### src/common/vga_pkg.sv
`default_nettype none

package vga_pkg;

    typedef logic [31:0] word_t;
    typedef logic [7:0]  byte_t;

    // video memory, one byte per pixel
    localparam int VRAM_BYTES = 4096;
    localparam int VRAM_AW    = 12;
    localparam int VRAM_WAW   = VRAM_AW - 2;

    typedef logic [VRAM_AW-1:0] vaddr_t;

    // horizontal timing in pixels
    localparam int H_ACTIVE = 64;
    localparam int H_FRONT  = 4;
    localparam int H_SYNC   = 8;
    localparam int H_BACK   = 4;
    localparam int H_TOTAL  = H_ACTIVE + H_FRONT + H_SYNC + H_BACK;

    // vertical timing in lines
    localparam int V_ACTIVE = 64;
    localparam int V_FRONT  = 2;
    localparam int V_SYNC   = 2;
    localparam int V_BACK   = 2;
    localparam int V_TOTAL  = V_ACTIVE + V_FRONT + V_SYNC + V_BACK;

    typedef struct packed {
        logic         psel;
        logic         penable;
        logic         pwrite;
        logic [11:0]  paddr;
        word_t        pwdata;
        logic [3:0]   pstrb;
    } apb_req_t;

    typedef struct packed {
        logic  pready;
        word_t prdata;
        logic  pslverr;
    } apb_rsp_t;

    typedef struct packed {
        logic [VRAM_WAW-1:0] addr;
        word_t               wdata;
        logic [3:0]          wmask;
    } vram_cpu_req_t;

    typedef struct packed {
        logic  hsync;
        logic  vsync;
        logic  de;
        byte_t pixel;
    } video_out_t;

endpackage

`default_nettype wire

### src/verilog/apb_vram_bridge.sv
`timescale 1ns/100ps
`default_nettype none

module apb_vram_bridge (
    input  wire logic                 cpu_clk_i,
    input  wire logic                 arst_n_i,

    input  wire vga_pkg::apb_req_t    apb_i,
    output vga_pkg::apb_rsp_t         apb_o,

    output vga_pkg::vram_cpu_req_t    vram_req_o,
    input  wire vga_pkg::word_t       vram_rdata_i
);

    typedef enum logic {
        ST_IDLE,
        ST_RD_WAIT
    } state_t;

    state_t state_r;

    logic access;
    logic misaligned;
    logic first_acc;
    logic rd_done;

    assign access     = apb_i.psel && apb_i.penable;
    assign misaligned = |apb_i.paddr[1:0];
    assign first_acc  = access && (state_r == ST_IDLE);
    assign rd_done    = access && (state_r == ST_RD_WAIT);

    // reads spend one extra access cycle waiting on the ram register
    always_ff @(posedge cpu_clk_i or negedge arst_n_i) begin
        if (!arst_n_i) begin
            state_r <= ST_IDLE;
        end else begin
            case (state_r)
                ST_IDLE: begin
                    if (first_acc && !apb_i.pwrite && !misaligned) begin
                        state_r <= ST_RD_WAIT;
                    end
                end
                ST_RD_WAIT: begin
                    if (rd_done || !apb_i.psel) begin
                        state_r <= ST_IDLE;
                    end
                end
                default: state_r <= ST_IDLE;
            endcase
        end
    end

    // address and data go straight to the ram; only the mask qualifies a write
    always_comb begin
        vram_req_o.addr  = apb_i.paddr[11:2];
        vram_req_o.wdata = apb_i.pwdata;
        vram_req_o.wmask = (first_acc && apb_i.pwrite && !misaligned) ? apb_i.pstrb : 4'b0000;
    end

    // ram output register stays put while paddr is held
    always_comb begin
        apb_o.pready  = (first_acc && (apb_i.pwrite || misaligned)) || rd_done;
        apb_o.pslverr = first_acc && misaligned;
        apb_o.prdata  = rd_done ? vram_rdata_i : '0;
    end

endmodule

`default_nettype wire

### config.mk
export PLATFORM = sky130hd
export DESIGN_NAME = apb_vram_bridge
export DESIGN_NICKNAME = d
export VERILOG_FILES = /design/src/common/vga_pkg.sv /design/src/verilog/apb_vram_bridge.sv
export SDC_FILE = /design/constraint.sdc
export NUM_CORES = 1
export LEC_CHECK = 0
export BUFFER_PORTS_ARGS = -buffer_cell sky130_fd_sc_hd__buf_2
export CELL_PAD_IN_SITES_DETAIL_PLACEMENT = 1
export CELL_PAD_IN_SITES_GLOBAL_PLACEMENT = 1
export CORE_MARGIN = 8
export CORE_UTILIZATION = 12
export DETAILED_ROUTE_END_ITERATION = 7
export PLACE_DENSITY = 0.87
export SYNTH_ARGS = -nofsm -noshare
export SYNTH_HDL_FRONTEND = slang
export SYNTH_SLANG_ARGS = --single-unit
### constraint.sdc
create_clock -name cpu_clk_i -period 2.31 [get_ports cpu_clk_i]
set_clock_uncertainty 0.05 [all_clocks]
set_input_delay 0.231 -clock cpu_clk_i [delete_from_list [all_inputs] [get_ports cpu_clk_i]]
set_output_delay 0.231 -clock cpu_clk_i [all_outputs]
set_load 0.1 [all_outputs]
==> results.cfg <==
[drt]
wl_per_cell_um = 13.0
viasPerCell = 3.42
drt_wl_total_um = 2650
drt_iter0_drc = 17
dr.pass1.iters = 4
post-route-drc-count = 0
num_vias = 698
ant_nets = 0

[sta]
finalCritPeriodShare_pct = 75.7
rsz0062_at_grt = no
max_freq_mhz = 572
slew_headroom_pct = 66.2
setup_violations = 0
final_max_slew_viol_count = 0
worstMarginPinSlew_ns = 0.510
hold_viol_final = 0
fin_crit_ns = 1.75

[synthesis]
ys_seq_area_share_pct = 3.77
synth_seq_cells = 1
synth_top_flop_cell = dfrtp_1
synth_top_area_cell = buf_4
post-synth-top-count-cell = buf_4
netlist_area_sq_um = 663
synthTopCellsByArea = buf_4 (48%), and2_1 (30%), dfrtp_1 (3.8%)
synth_edf_count = 0
synth_common_cells = buf_4 (42), and2_1 (32), inv_1 (4), nor3_1 (4), clkbuf_1 (3)
async_reset_ff_share_pct = 100
synth_fp_nets = 181
yosys.cell_types.count = 14
synth_warnings = 0
avgSynthCellArea_sq_um = 6.91
synthCells = 96
synth_top_area_share_pct = 47.5

[die]
die_w_um = 90.3
pin_count = 165
rows = 27
die_height_um = 90.3
start_util_pct = 12.3
design.die.area_sq_um = 8160
core_area_sq_um = 5410

[cells_and_area]
largest_register_ffs = 1
postLayoutCoreUtil_pct = 15.5
num_antenna_cells = 0
fin_nets = 219
area_growth_pct = 26.2
drive_above_1_share_pct = 63.6
largestRegisters = state_r x1
regMostFlops = state_r

[global_routing]
track_usage_pct = 6.08
grt_pass1_wl_um = 4240
overflow = 0
grt_pass1_vias = 812
grt_max_degree = 33
antenna_found_initial = 0

[placed_design]
dp_hpwl_um = 2390
io_buffers = 80
gp_congestion = 0.710

[pwr]
finalPower_mw = 0.112
leakage_nw = 0.545
cellPowerDensity_nw_per_um2 = 134
ir_drop_mv = 0.0272

[min_path]
hold_path.class = in2reg
hold_start = apb_i[49]

[worst_setup_path]
required_ns = 2.03
rr_startpoint = state_r
crit_fanout = 32
start_kind = flop
crit_arrival_ns = 1.47
startpoint = state_r
endpoint_kind = output pin
path_class = reg2out

[run]
cap_violations = 0

[clocking]
clock_latency_ns = 0
clkTransAtPathRegs_ns = 0
cts_resized = 0

[run_status]
status = complete, no violations
## placed cells by master, fill, tap and decap left out, drive strengths merged
master       Yosys  layout
buf             42      80
inv              4       4
and3             1       1
o22ai            1       1
nor2             2       2
dlygate4sd3      0       1
nand2            2       2
or3b             1       1
or4              1       1
nor2b            1       1
dfrtp            1       1
nand3b           1       1
and2            32      32
nor3             4       4
## cell families (layout without fill, tap and decap cells)
| kind of cell | count (synthesis) | count (layout) | synth area share (%) |
|---|---|---|---|
| compound gates | 1 | 1 | 1.89 |
| buf+inv | 49 | 85 | 51.5 |
| flops | 1 | 1 | 3.77 |
| simple gates | 45 | 45 | 42.8 |
## per-stage QoR
stage	cell area, sq um	cells	hold slack, ns	setup slack (ns)	TNS, ns
after floorplan	663	96	-0.115	-0.673	-2.69
after global placement	827	203	-0.0409	0.566	0
after detailed placement	827	203	-0.0423	0.511	0
after CTS	837	204	0.412	0.512	0
after global routing	837	204	0.412	0.412	0
final	837	204	0.411	0.562	0
## path summary, 6_finish.rpt
check	endpoint	slack, ns	cells after the start
setup / recovery	apb_o[23]	0.56	3
hold / removal	state_r	0.41	2
setup reg to reg	state_r	1.11	2
hold reg to reg	state_r	0.55	2
max in group asynchronous	state_r	1.59	2
min in group asynchronous	state_r	0.53	2
## area by class of cell
type                            instances  area (sq um)
Fill cell                             697          4570
Inverter                                4          15.0
Multi-Input combinational cell         46           297
Sequential cell                         1          25.0
Tap cell                               72          90.1
Timing Repair Buffer                   81           410
## where the power goes
part	internal [mW]	leakage (nW)	switching [mW]
registers	0.0183	0.0138	0.000375
clock network	0	0	0
logic	0.0356	0.532	0.0581
total	0.0538	0.545	0.0584
## metal layers
layer	global-route usage (%)	wire [um]	vias up	part of all wire, %
li1	-	-	322	-
met1	5.49	874	312	33
met2	11.4	1370	50	51
met3	3.24	353	14	13
met4	1.80	61	0	2.3
met5	0	0	-	0
## repair_timing
item | in CTS | in global routing
endpoints found under the hold margin | 1 | 0
buffers inserted | 0 | 0
hold buffers | 1 | 0
## critical path, cell delays in order (launching register included)
cell and delay [ns]:
dfrtp_1 0.36, and3_2 0.46, and2_1 0.20, buf_2 0.43
Power figures use the tool's default switching activity.
