`config.mk`:
```
export PLATFORM = sky130hd
export DESIGN_NAME = raster_scan
export DESIGN_NICKNAME = d
export VERILOG_FILES = /design/src/common/vga_pkg.sv /design/src/video/raster_scan.sv
export SDC_FILE = /design/constraint.sdc
export NUM_CORES = 1
export LEC_CHECK = 0
export BUFFER_PORTS_ARGS = -buffer_cell sky130_fd_sc_hd__buf_2
export CORE_ASPECT_RATIO = 1.75
export CORE_UTILIZATION = 35
export CTS_CLUSTER_SIZE = 28
export DETAILED_ROUTE_END_ITERATION = 7
export PLACE_DENSITY = 0.65
export SLEW_MARGIN = 10
export SYNTH_ARGS = -nofsm -noshare
export SYNTH_HDL_FRONTEND = slang
export SYNTH_SLANG_ARGS = --single-unit
export TNS_END_PERCENT = 20
```
`constraint.sdc`:
```
create_clock -name pxl_clk_i -period 3.5 [get_ports pxl_clk_i]
set_clock_uncertainty 0.15 [all_clocks]
set_input_delay 0.35 -clock pxl_clk_i [delete_from_list [all_inputs] [get_ports pxl_clk_i]]
set_output_delay 0.35 -clock pxl_clk_i [all_outputs]
set_load 0.01 [all_outputs]
```
`src/common/vga_pkg.sv`:
```
`default_nettype none

package vga_pkg;

    typedef logic [31:0] word_t;
    typedef logic [7:0]  byte_t;

    // video memory, one byte per pixel
    localparam int VRAM_BYTES = 4096;
    localparam int VRAM_AW    = 12;
    localparam int VRAM_WAW   = VRAM_AW - 2;

    typedef logic [VRAM_AW-1:0] vaddr_t;

    // horizontal timing in pixels
    localparam int H_ACTIVE = 64;
    localparam int H_FRONT  = 4;
    localparam int H_SYNC   = 8;
    localparam int H_BACK   = 4;
    localparam int H_TOTAL  = H_ACTIVE + H_FRONT + H_SYNC + H_BACK;

    // vertical timing in lines
    localparam int V_ACTIVE = 64;
    localparam int V_FRONT  = 2;
    localparam int V_SYNC   = 2;
    localparam int V_BACK   = 2;
    localparam int V_TOTAL  = V_ACTIVE + V_FRONT + V_SYNC + V_BACK;

    typedef struct packed {
        logic         psel;
        logic         penable;
        logic         pwrite;
        logic [11:0]  paddr;
        word_t        pwdata;
        logic [3:0]   pstrb;
    } apb_req_t;

    typedef struct packed {
        logic  pready;
        word_t prdata;
        logic  pslverr;
    } apb_rsp_t;

    typedef struct packed {
        logic [VRAM_WAW-1:0] addr;
        word_t               wdata;
        logic [3:0]          wmask;
    } vram_cpu_req_t;

    typedef struct packed {
        logic  hsync;
        logic  vsync;
        logic  de;
        byte_t pixel;
    } video_out_t;

endpackage

`default_nettype wire

```
`src/video/raster_scan.sv`:
```
`timescale 1ns/100ps
`default_nettype none

module raster_scan (
    input  wire logic                        pxl_clk_i,
    input  wire logic                        arst_n_i,

    // fetch port into the video ram
    output logic [vga_pkg::VRAM_AW-1:0]      pxl_addr_o,
    input  wire vga_pkg::byte_t              pxl_data_i,

    output vga_pkg::video_out_t              video_o
);

    logic [$clog2(vga_pkg::H_TOTAL)-1:0] x_cnt;
    logic [$clog2(vga_pkg::V_TOTAL)-1:0] y_cnt;

    logic hsync_c;
    logic vsync_c;
    logic de_c;

    // {hsync, vsync, de} per pipeline stage
    logic [2:0] ctl_d1;
    logic [2:0] ctl_d2;

    vga_pkg::vaddr_t addr_r;

    // x wraps every line, y every frame
    always_ff @(posedge pxl_clk_i or negedge arst_n_i) begin
        if (!arst_n_i) begin
            x_cnt <= '0;
            y_cnt <= '0;
        end else if (x_cnt == vga_pkg::H_TOTAL - 1) begin
            x_cnt <= '0;
            if (y_cnt == vga_pkg::V_TOTAL - 1) begin
                y_cnt <= '0;
            end else begin
                y_cnt <= y_cnt + 1'b1;
            end
        end else begin
            x_cnt <= x_cnt + 1'b1;
        end
    end

    // sync pulses sit right after the front porch
    always_comb begin
        hsync_c = !((x_cnt >= vga_pkg::H_ACTIVE + vga_pkg::H_FRONT) &&
                    (x_cnt <  vga_pkg::H_ACTIVE + vga_pkg::H_FRONT + vga_pkg::H_SYNC));
        vsync_c = !((y_cnt >= vga_pkg::V_ACTIVE + vga_pkg::V_FRONT) &&
                    (y_cnt <  vga_pkg::V_ACTIVE + vga_pkg::V_FRONT + vga_pkg::V_SYNC));
        de_c    = (x_cnt < vga_pkg::H_ACTIVE) && (y_cnt < vga_pkg::V_ACTIVE);
    end

    // linear address, only meaningful while de_c is high
    always_ff @(posedge pxl_clk_i) begin
        addr_r <= vga_pkg::vaddr_t'(y_cnt * vga_pkg::H_ACTIVE + x_cnt);
    end

    assign pxl_addr_o = addr_r;

    // match the address register plus the ram read
    always_ff @(posedge pxl_clk_i or negedge arst_n_i) begin
        if (!arst_n_i) begin
            ctl_d1 <= 3'b110;
            ctl_d2 <= 3'b110;
        end else begin
            ctl_d1 <= {hsync_c, vsync_c, de_c};
            ctl_d2 <= ctl_d1;
        end
    end

    always_comb begin
        video_o.hsync = ctl_d2[2];
        video_o.vsync = ctl_d2[1];
        video_o.de    = ctl_d2[0];
        // blank outside the visible area
        video_o.pixel = ctl_d2[0] ? pxl_data_i : '0;
    end

endmodule

`default_nettype wire

```
==> reports/qor.txt, run 1 <==
Outcome: finished clean
Area grow syn2layout: 25.34%
Mapped Nets: 128
Die X: 47.60 um
Avg Cell Area, Syn: 11.47 um^2
Most common cell in the synthesized netlist: dfrtp_1
DR vias: 913
Fmax achieved: 505.1 MHz
Ratio of cells with drive above 1 in the final layout: 30.00%
I/O pins: 33
Routed vias/inst: 4.682
Nets: 166
Worst setup SP type: flop
Worst slew pin tran: 0.5730 ns
Clk sinks: 32
Yosys reg bits: 32
Dominant synthesized flop cell: dfrtp_1
Fillers: 353
Detailed Route Iter0 Violations: 15
Inserted Diodes: 0
Final TNS setup: 0 ns
CORE AREA: 3433 um^2
Placed inst area: 1479 um^2
Antenna violations before repair: 0
GR Overflow Total: 0
Largest net degree at the start of global routing: 21
Tcrit/Tclk final: 56.56%
Max cap viols: 0
Antenna Nets Post-Route: 0
Die area: 3894 um^2
Fin area: 1597 um^2
FF/Latch Area: 745.7 um^2
Die height: 81.81 um
Final setup viols: 0
Total CTS buffers: 5
CTS root buf: clkbuf_8
EDFF count, synth: 0
Std-Cell Rows: 28
Final Hold Fails: 0
Port buffer count: 32
Worst skew pair latency: 0.28 ns
TritonCTS clock tree: done
Worst hold path class: flop to flop
Post-synthesis sequential area ratio: 58.55%
Drc violations: 0
Mapped Cells: 111
Synth area leader: dfrtp_1
Share of the synthesized area in the top cell type: 31.43%
Pwr Density: 455.7 nW/um^2
Worst Path Arrival: 1.99 ns
Relative slew slack: 61.72%
Pins Over Slew Limit: 0
Post-synth ARST share: 62.50%
Crit end category: flop
CP Max Fanout: 8
Starting density of the core: 37.10%
H-Tree Depth: 2
Final core occ: 46.50%
Critical path class: flop to flop
RSZ-0062 raised after global routing: false
DRT Pass-1 Iters: 2
Synth warn: 0
Routed WL: 2280 um
Multi-input logic area: 501.7 um^2
Total track usage: 14.17%
Top cells by area, synth: dfrtp_1 (31%), dfxtp_1 (19%), dfstp_2 (8.3%)
Peak supply drop: 0.2391 mV
Vias in the first global route: 917
Most frequent cells after synthesis: dfrtp_1 (16), dfxtp_1 (12), and2_1 (8), ha_1 (7), nand3_1 (7)
Leakage power figure: 0.7664 nW
Clock buffer depth: 2
Netlist cell types: 27
First-pass GRT wire length: 3815 um
Min Tclk post-route: 1.980 ns
Worst-path clk slew: 0.06 ns
WL/cell: 11.69 um
RD Place Congestion: 0.7961
Req. time, crit path: 3.51 ns
Synthesized cell area: 1274 um^2
DP Wirelength: 1624 um
==> registers in the layout, summed over array words and instances (netlist names) <==
register,cells
x_cnt,7
y_cnt,7
ctl_d1,3
pxl_addr_o,12
ctl_d2,3
==> area by class of cell <==
type | instances | area share (%)
Clock inverter | 2 | 2.194
Multi-Input combinational cell | 73 | 31.43
Tap cell | 45 | 3.527
Clock buffer | 6 | 4.545
Timing Repair Buffer | 33 | 10.66
Sequential cell | 32 | 46.71
Inverter | 4 | 0.9404
==> worst paths after layout <==
path	slack, ns	start	depth (start not counted)	to
worst max-delay path	1.52	x_cnt[0]$_DFF_PN0_	5	y_cnt[3]$_DFFE_PN0N_
worst min-delay path	0.20	ctl_d1[0]$_DFF_PN0_	0	ctl_d2[0]$_DFF_PN0_
worst max register to register	1.52	x_cnt[0]$_DFF_PN0_	5	y_cnt[3]$_DFFE_PN0N_
worst min register to register	0.20	ctl_d1[0]$_DFF_PN0_	0	ctl_d2[0]$_DFF_PN0_
max in group asynchronous	2.45	arst_n_i	2	ctl_d2[1]$_DFF_PN1_
min in group asynchronous	0.40	arst_n_i	2	x_cnt[1]$_DFF_PN0_
==> through the flow <==
stage	cells	worst slack (ns)	total power, W	hold WS (ns)
floorplan	111	1.997	0.0003813	-0.09559
CTS	195	1.494	0.0007400	0.2043
global placement	186	1.709	0.0003946	0.1744
finish	195	1.520	0.0007276	0.2024
global route	195	1.372	0.0007581	0.2117
detailed placement	186	1.539	0.0003948	0.1756
==> cells by family (layout without fill, tap and decap cells) <==
| family | count (synthesis) | count (layout) | synth area share [%] |
|---|---|---|---|
| adder cells (fa/ha/maj) | 7 | 7 | 6.876 |
| buffers and inverters | 6 | 45 | 2.062 |
| AND/OR/NAND/NOR | 44 | 44 | 20.04 |
| AO/OA/AOI/OAI | 12 | 12 | 5.599 |
| flip-flops | 32 | 32 | 58.55 |
| XOR/XNOR | 10 | 10 | 6.876 |
==> repair_timing <==
action                    in CTS  in global routing
hold buffers                   1                  0
gates resized for setup        0                  0
buffers inserted               0                  0
hold endpoints to repair      16                  0
==> critical path, stage by stage, from the launching register on <==
cell	delay [ns]
dfrtp_1	0.43
ha_1	0.21
nand3_1	0.18
nor2b_1	0.51
o21ai_0	0.21
o2bb2ai_1	0.17
==> cell usage in the layout, fill, tap and decap left out, types with 3 or more instances in the layout <==
cell type,instances
and2_1,8
and3_1,5
buf_2,32
clkbuf_8,5
dfrtp_1,16
dfstp_2,4
dfxtp_1,12
ha_1,7
inv_1,4
nand2_1,5
nand2b_1,3
nand3_1,7
nor2_1,6
nor2b_1,4
o21ai_0,5
xnor2_1,5
xor2_1,5
==> power breakdown <==
group / switching, W / total, W / leakage [nW] / internal [W]
sequential: 0 / 0.000368 / 0.339 / 0.000368
combinational: 0.0000104 / 0.0000200 / 0.373 / 0.00000965
clock: 0.000129 / 0.000340 / 0.0552 / 0.000211
==> routing by layer <==
metal	GRT usage (%)	wire length, um	vias to the layer above
met5	0	0	-
met4	11.11	80	0
met3	3.956	125	7
met2	22.74	1142	31
met1	14.64	932	431
li1	-	-	444
(Power assumes the default switching activity.)
==> inputs of run 2 (changes only) <==
Settings changed: PLACE_DENSITY 0.65 to 0.67.
Clock period 3.5 ns to 1.8 ns, I/O delays scaled along.
==> reports/qor.txt, run 2 (synthesized netlist as in run 1, its figures left out) <==
Min-Delay Endpoint: ctl_d2[0]$_DFF_PN0_
Tcrit/Tclk final: 89.69%
Highest metal used: met4
Worst hold path class: flop to flop
Fillers: 351
Worst-path cell chain: ha_1, nand3_1, nor2b_1, buf_4, nand4_1, xnor2_1
Post_cts resized: 0
Req. time, crit path: 1.82 ns
Int Pwr: 0.001144 W
DR vias: 948
Inserted Diodes: 0
Placement Setup Slack: 0.2240 ns
Die area: 3894 um^2
Die height: 81.81 um
I/O pins: 33
CTS root buf: clkbuf_8
Die X: 47.60 um
R2r setup slk: 0.19 ns
Clock Power Share: 46.7%
Leakage power figure: 0.8020 nW
GR Overflow Total: 0
Peak supply drop: 0.4167 mV
Max cap viols: 0
Critical path class: flop to flop
Port buffer count: 32
Clk sinks: 32
Logic gate share of total power: 2.7%
Met1 Routed Length: 850 um
Std-Cell Rows: 28
Critical path's top delay family: flip-flops
Reg2Reg Depth: 6
Hold Crit Start: ctl_d1[0]$_DFF_PN0_
Worst-path clk slew: 0.07 ns
Final TNS setup: 0 ns
Worst slew pin tran: 0.4449 ns
Reg-to-reg critical path startpoint: x_cnt[0]$_DFF_PN0_
Antenna violations before repair: 0
Worst Slack Setup Final: 0.1855 ns
Starting density of the core: 37.10%
Fmax achieved: 619.4 MHz
Routed WL: 2358 um
Worst Path Arrival: 1.63 ns
Relative slew slack: 70.34%
Buf+Inv Stages, Crit Path: 1
Sequential share of power: 50.5%
Vias in the first global route: 941
Clock buffer depth: 2
Final Hold Fails: 0
Routed vias/inst: 4.693
DRT Pass-1 Iters: 4
Psw: 0.0002721 W
Met2 WL: 1260 um
Critical Path Max Stage Delay: 0.43 ns
Nets: 173
Final setup viols: 0
Commonest non-fill, non-tap cell in the layout: buf_2
Ratio of cells with drive above 1 in the final layout: 33.12%
Setup Fix Bufs, Post-CTS: 0
CORE AREA: 3433 um^2
Met3 wire length: 164 um
Hold Path Stages: 0
Outcome: finished clean
Detailed Route Iter0 Violations: 6
H-Tree Depth: 2
Total CTS buffers: 5
CP Max Fanout: 8
CP max-delay cell: dfrtp_1
First-pass GRT wire length: 3857 um
Critical path depth: 6
WL/cell: 11.67 um
Area grow syn2layout: 29.47%
Min Tclk post-route: 1.614 ns
Worst skew pair latency: 0.29 ns
Max FFs per register: 12
Critical R2R Capture: y_cnt[4]$_DFFE_PN0N_
RD Place Congestion: 0.7619
Crit end category: flop
TritonCTS clock tree: done
Drc violations: 0
Sw Ratio: 19.21%
Hold Buf Count CTS: 1
Antenna Nets Post-Route: 0
Pins Over Slew Limit: 0
RSZ-0062 raised after global routing: false
Largest net degree at the start of global routing: 21
Total track usage: 14.94%
Worst setup SP type: flop
Most frequent cells in the layout: buf_2 (32), dfrtp_1 (16), dfxtp_1 (12)
Pwr Density: 858.9 nW/um^2
DP Wirelength: 1733 um
-- run 2: through the flow --
step	instances	utilization [%]	cell area (um^2)	total power, W	hold WS (ns)
6_report	202	48.03	1649	0.001416	0.2034
5_1_grt	202	48.03	1649	0.001467	0.2125
4_1_cts	202	48.03	1649	0.001432	0.2084
3_5_place_dp	193	44.61	1531	0.0007678	0.001871
3_3_place_gp	193	44.61	1531	0.0007670	-0.002956
2_1_floorplan	111	-	1274	0.0007415	-0.2656
-- run 2: area by class of cell --
type                    instances  area, um^2  share of cell area, %
clock buffers                   6       72.57                  4.401
clock inverters                 2       35.03                  2.124
inverters                       4       15.01                 0.9105
multi-input cells              73       501.7                  30.42
flip-flops and latches         32       745.7                  45.22
well taps                      45       56.30                  3.414
repair buffers                 40       222.7                  13.51
-- run 2: worst max-delay path by stage --
stage / from / end / slack, ns
floorplan: x_cnt[0]$_DFF_PN0_ / y_cnt[4]$_DFFE_PN0N_ / 0.30
CTS: x_cnt[0]$_DFF_PN0_ / y_cnt[4]$_DFFE_PN0N_ / 0.18
detailed placement: x_cnt[0]$_DFF_PN0_ / y_cnt[4]$_DFFE_PN0N_ / 0.22
global route: y_cnt[1]$_DFFE_PN0N_ / y_cnt[1]$_DFFE_PN0N_ / 0.09
finish: x_cnt[0]$_DFF_PN0_ / y_cnt[4]$_DFFE_PN0N_ / 0.19
global placement: y_cnt[1]$_DFFE_PN0N_ / y_cnt[1]$_DFFE_PN0N_ / 0.27
-- run 2: power groups by stage --
stage | Combinational [W] | Sequential [W] | Clock (W)
global placement | 0.0000377 | 0.000729 | 0
finish | 0.0000389 | 0.000716 | 0.000662
detailed placement | 0.0000385 | 0.000729 | 0
CTS | 0.0000402 | 0.000715 | 0.000676
global route | 0.0000469 | 0.000715 | 0.000705
floorplan | 0.0000120 | 0.000729 | 0
-- run 2: per-layer routing --
metal  vias up  track usage [%]
li1        459                -
met1       447            12.41
met2        36            26.58
met3         6            4.835
met4         0            11.67
met5         -                0
==> inputs of run 3 (changes only) <==
Settings changed: CTS_CLUSTER_DIAMETER set to 80, SETUP_SLACK_MARGIN set to 0.3.
==> reports/qor.txt, run 3 (synthesized netlist as in run 1, its figures left out) <==
Total CTS buffers: 5
Worst skew pair latency: 0.28 ns
Fmax achieved: 659.9 MHz
CP Max Fanout: 4
Int Pwr: 0.001046 W
Crit end category: flop
Pwr Density: 737.3 nW/um^2
Clock buffer depth: 2
Outcome: finished clean
RSZ-0062 raised after global routing: true
I/O pins: 33
Leakage power figure: 0.8429 nW
Clock Power Share: 41.9%
Ratio of cells with drive above 1 in the final layout: 42.26%
Inserted Diodes: 0
Worst Path Arrival: 1.52 ns
R2r setup slk: 0.28 ns
Max FFs per register: 12
Antenna Nets Post-Route: 0
H-Tree Depth: 2
Routed vias/inst: 4.596
CORE AREA: 3433 um^2
Worst Slack Setup Final: 0.2846 ns
Tcrit/Tclk final: 84.19%
Largest net degree at the start of global routing: 21
Relative slew slack: 69.60%
Sw Ratio: 19.50%
GR Overflow Total: 0
First-pass GRT wire length: 3822 um
Final setup viols: 0
Min Tclk post-route: 1.515 ns
Port buffer count: 32
GR met2 Demand/Resource: 24.93%
Vias in the first global route: 903
Drc violations: 0
Peak supply drop: 0.3998 mV
Die area: 3894 um^2
Worst-path clk slew: 0.06 ns
Area grow syn2layout: 38.31%
M3 GR Usage: 3.956%
Max cap viols: 0
Req. time, crit path: 1.81 ns
Die X: 47.60 um
Most frequent cells in the layout: buf_2 (32), buf_4 (18), dfxtp_1 (12)
Most used routing layer: met2
Die height: 81.81 um
Psw: 0.0002533 W
Worst setup SP type: flop
Final core occ: 51.31%
Critical path class: flop to flop
Placement Setup Slack: 0.2088 ns
DRT Pass-1 Iters: 4
Pins Over Slew Limit: 0
Std-Cell Rows: 28
Sequential share of power: 55.1%
DR vias: 979
Routed WL: 2490 um
Total track usage: 14.13%
DP Wirelength: 1659 um
CTS root buf: clkbuf_8
Final TNS setup: 0 ns
RD Place Congestion: 0.8045
Worst hold path class: flop to flop
Nets: 184
Clk sinks: 32
Starting density of the core: 37.10%
Worst slew pin tran: 0.4560 ns
Logic gate share of total power: 3.0%
Final Hold Fails: 0
Commonest non-fill, non-tap cell in the layout: buf_2
Antenna violations before repair: 0
Met1 usage in global routing: 14.11%
TritonCTS clock tree: done
Detailed Route Iter0 Violations: 24
WL/cell: 11.69 um
-- run 3: stage by stage --
stage	hold WS, ns	cell area [um^2]	total power [W]	instances
after floorplan	-0.2656	1279	0.0007415	111
after global placement	0.004087	1506	0.0007670	189
after detailed placement	0.003990	1506	0.0007674	189
after CTS	0.2037	1690	0.001318	206
after global routing	0.2188	1762	0.001355	213
final	0.1984	1762	0.001299	213
-- run 3: layout make-up --
cell class	count	area, um^2
multi-input cells	73	541.8
repair buffers	51	305.3
flip-flops and latches	32	753.2
fillers	330	1672
well taps	45	56.30
clock buffers	8	90.09
inverters	4	15.01
-- run 3: what timing repair did --
item	CTS	global route
pin swaps	1	3
endpoints found under the setup margin	7	8
resized for setup	7	5
hold buffers	1	0
endpoints found under the hold margin	16	0
setup buffers	8	7
-- run 3: path summary, 6_finish.rpt --
path | cells past startpoint | startpoint | endpoint
min in group asynchronous | 2 | arst_n_i | x_cnt[0]$_DFF_PN0_
hold / removal | 0 | ctl_d1[0]$_DFF_PN0_ | ctl_d2[0]$_DFF_PN0_
max in group asynchronous | 2 | arst_n_i | ctl_d2[1]$_DFF_PN1_
setup reg to reg | 4 | y_cnt[4]$_DFFE_PN0N_ | y_cnt[3]$_DFFE_PN0N_
setup / recovery | 4 | y_cnt[4]$_DFFE_PN0N_ | y_cnt[3]$_DFFE_PN0N_
hold reg to reg | 0 | ctl_d1[0]$_DFF_PN0_ | ctl_d2[0]$_DFF_PN0_
-- run 3: worst max-delay path: stages, from the launching register on --
cell       delay, ns
dfrtp_2         0.45
nor4b_4         0.28
and3_1          0.24
nand2b_1        0.18
o2bb2ai_1       0.10
-- run 3: power groups by stage --
stage	Combinational, W	Sequential, W	Clock, W
after floorplan	0.0000120	0.000729	0
after global placement	0.0000376	0.000729	0
after detailed placement	0.0000381	0.000729	0
after CTS	0.0000398	0.000715	0.000562
after global routing	0.0000464	0.000715	0.000594
final	0.0000387	0.000716	0.000544
-- run 3: layer usage --
metal	part of all wire [%]	wire, um
met5	0	0
met4	3.4	85
met3	4.6	115
met2	55	1360
met1	37	928
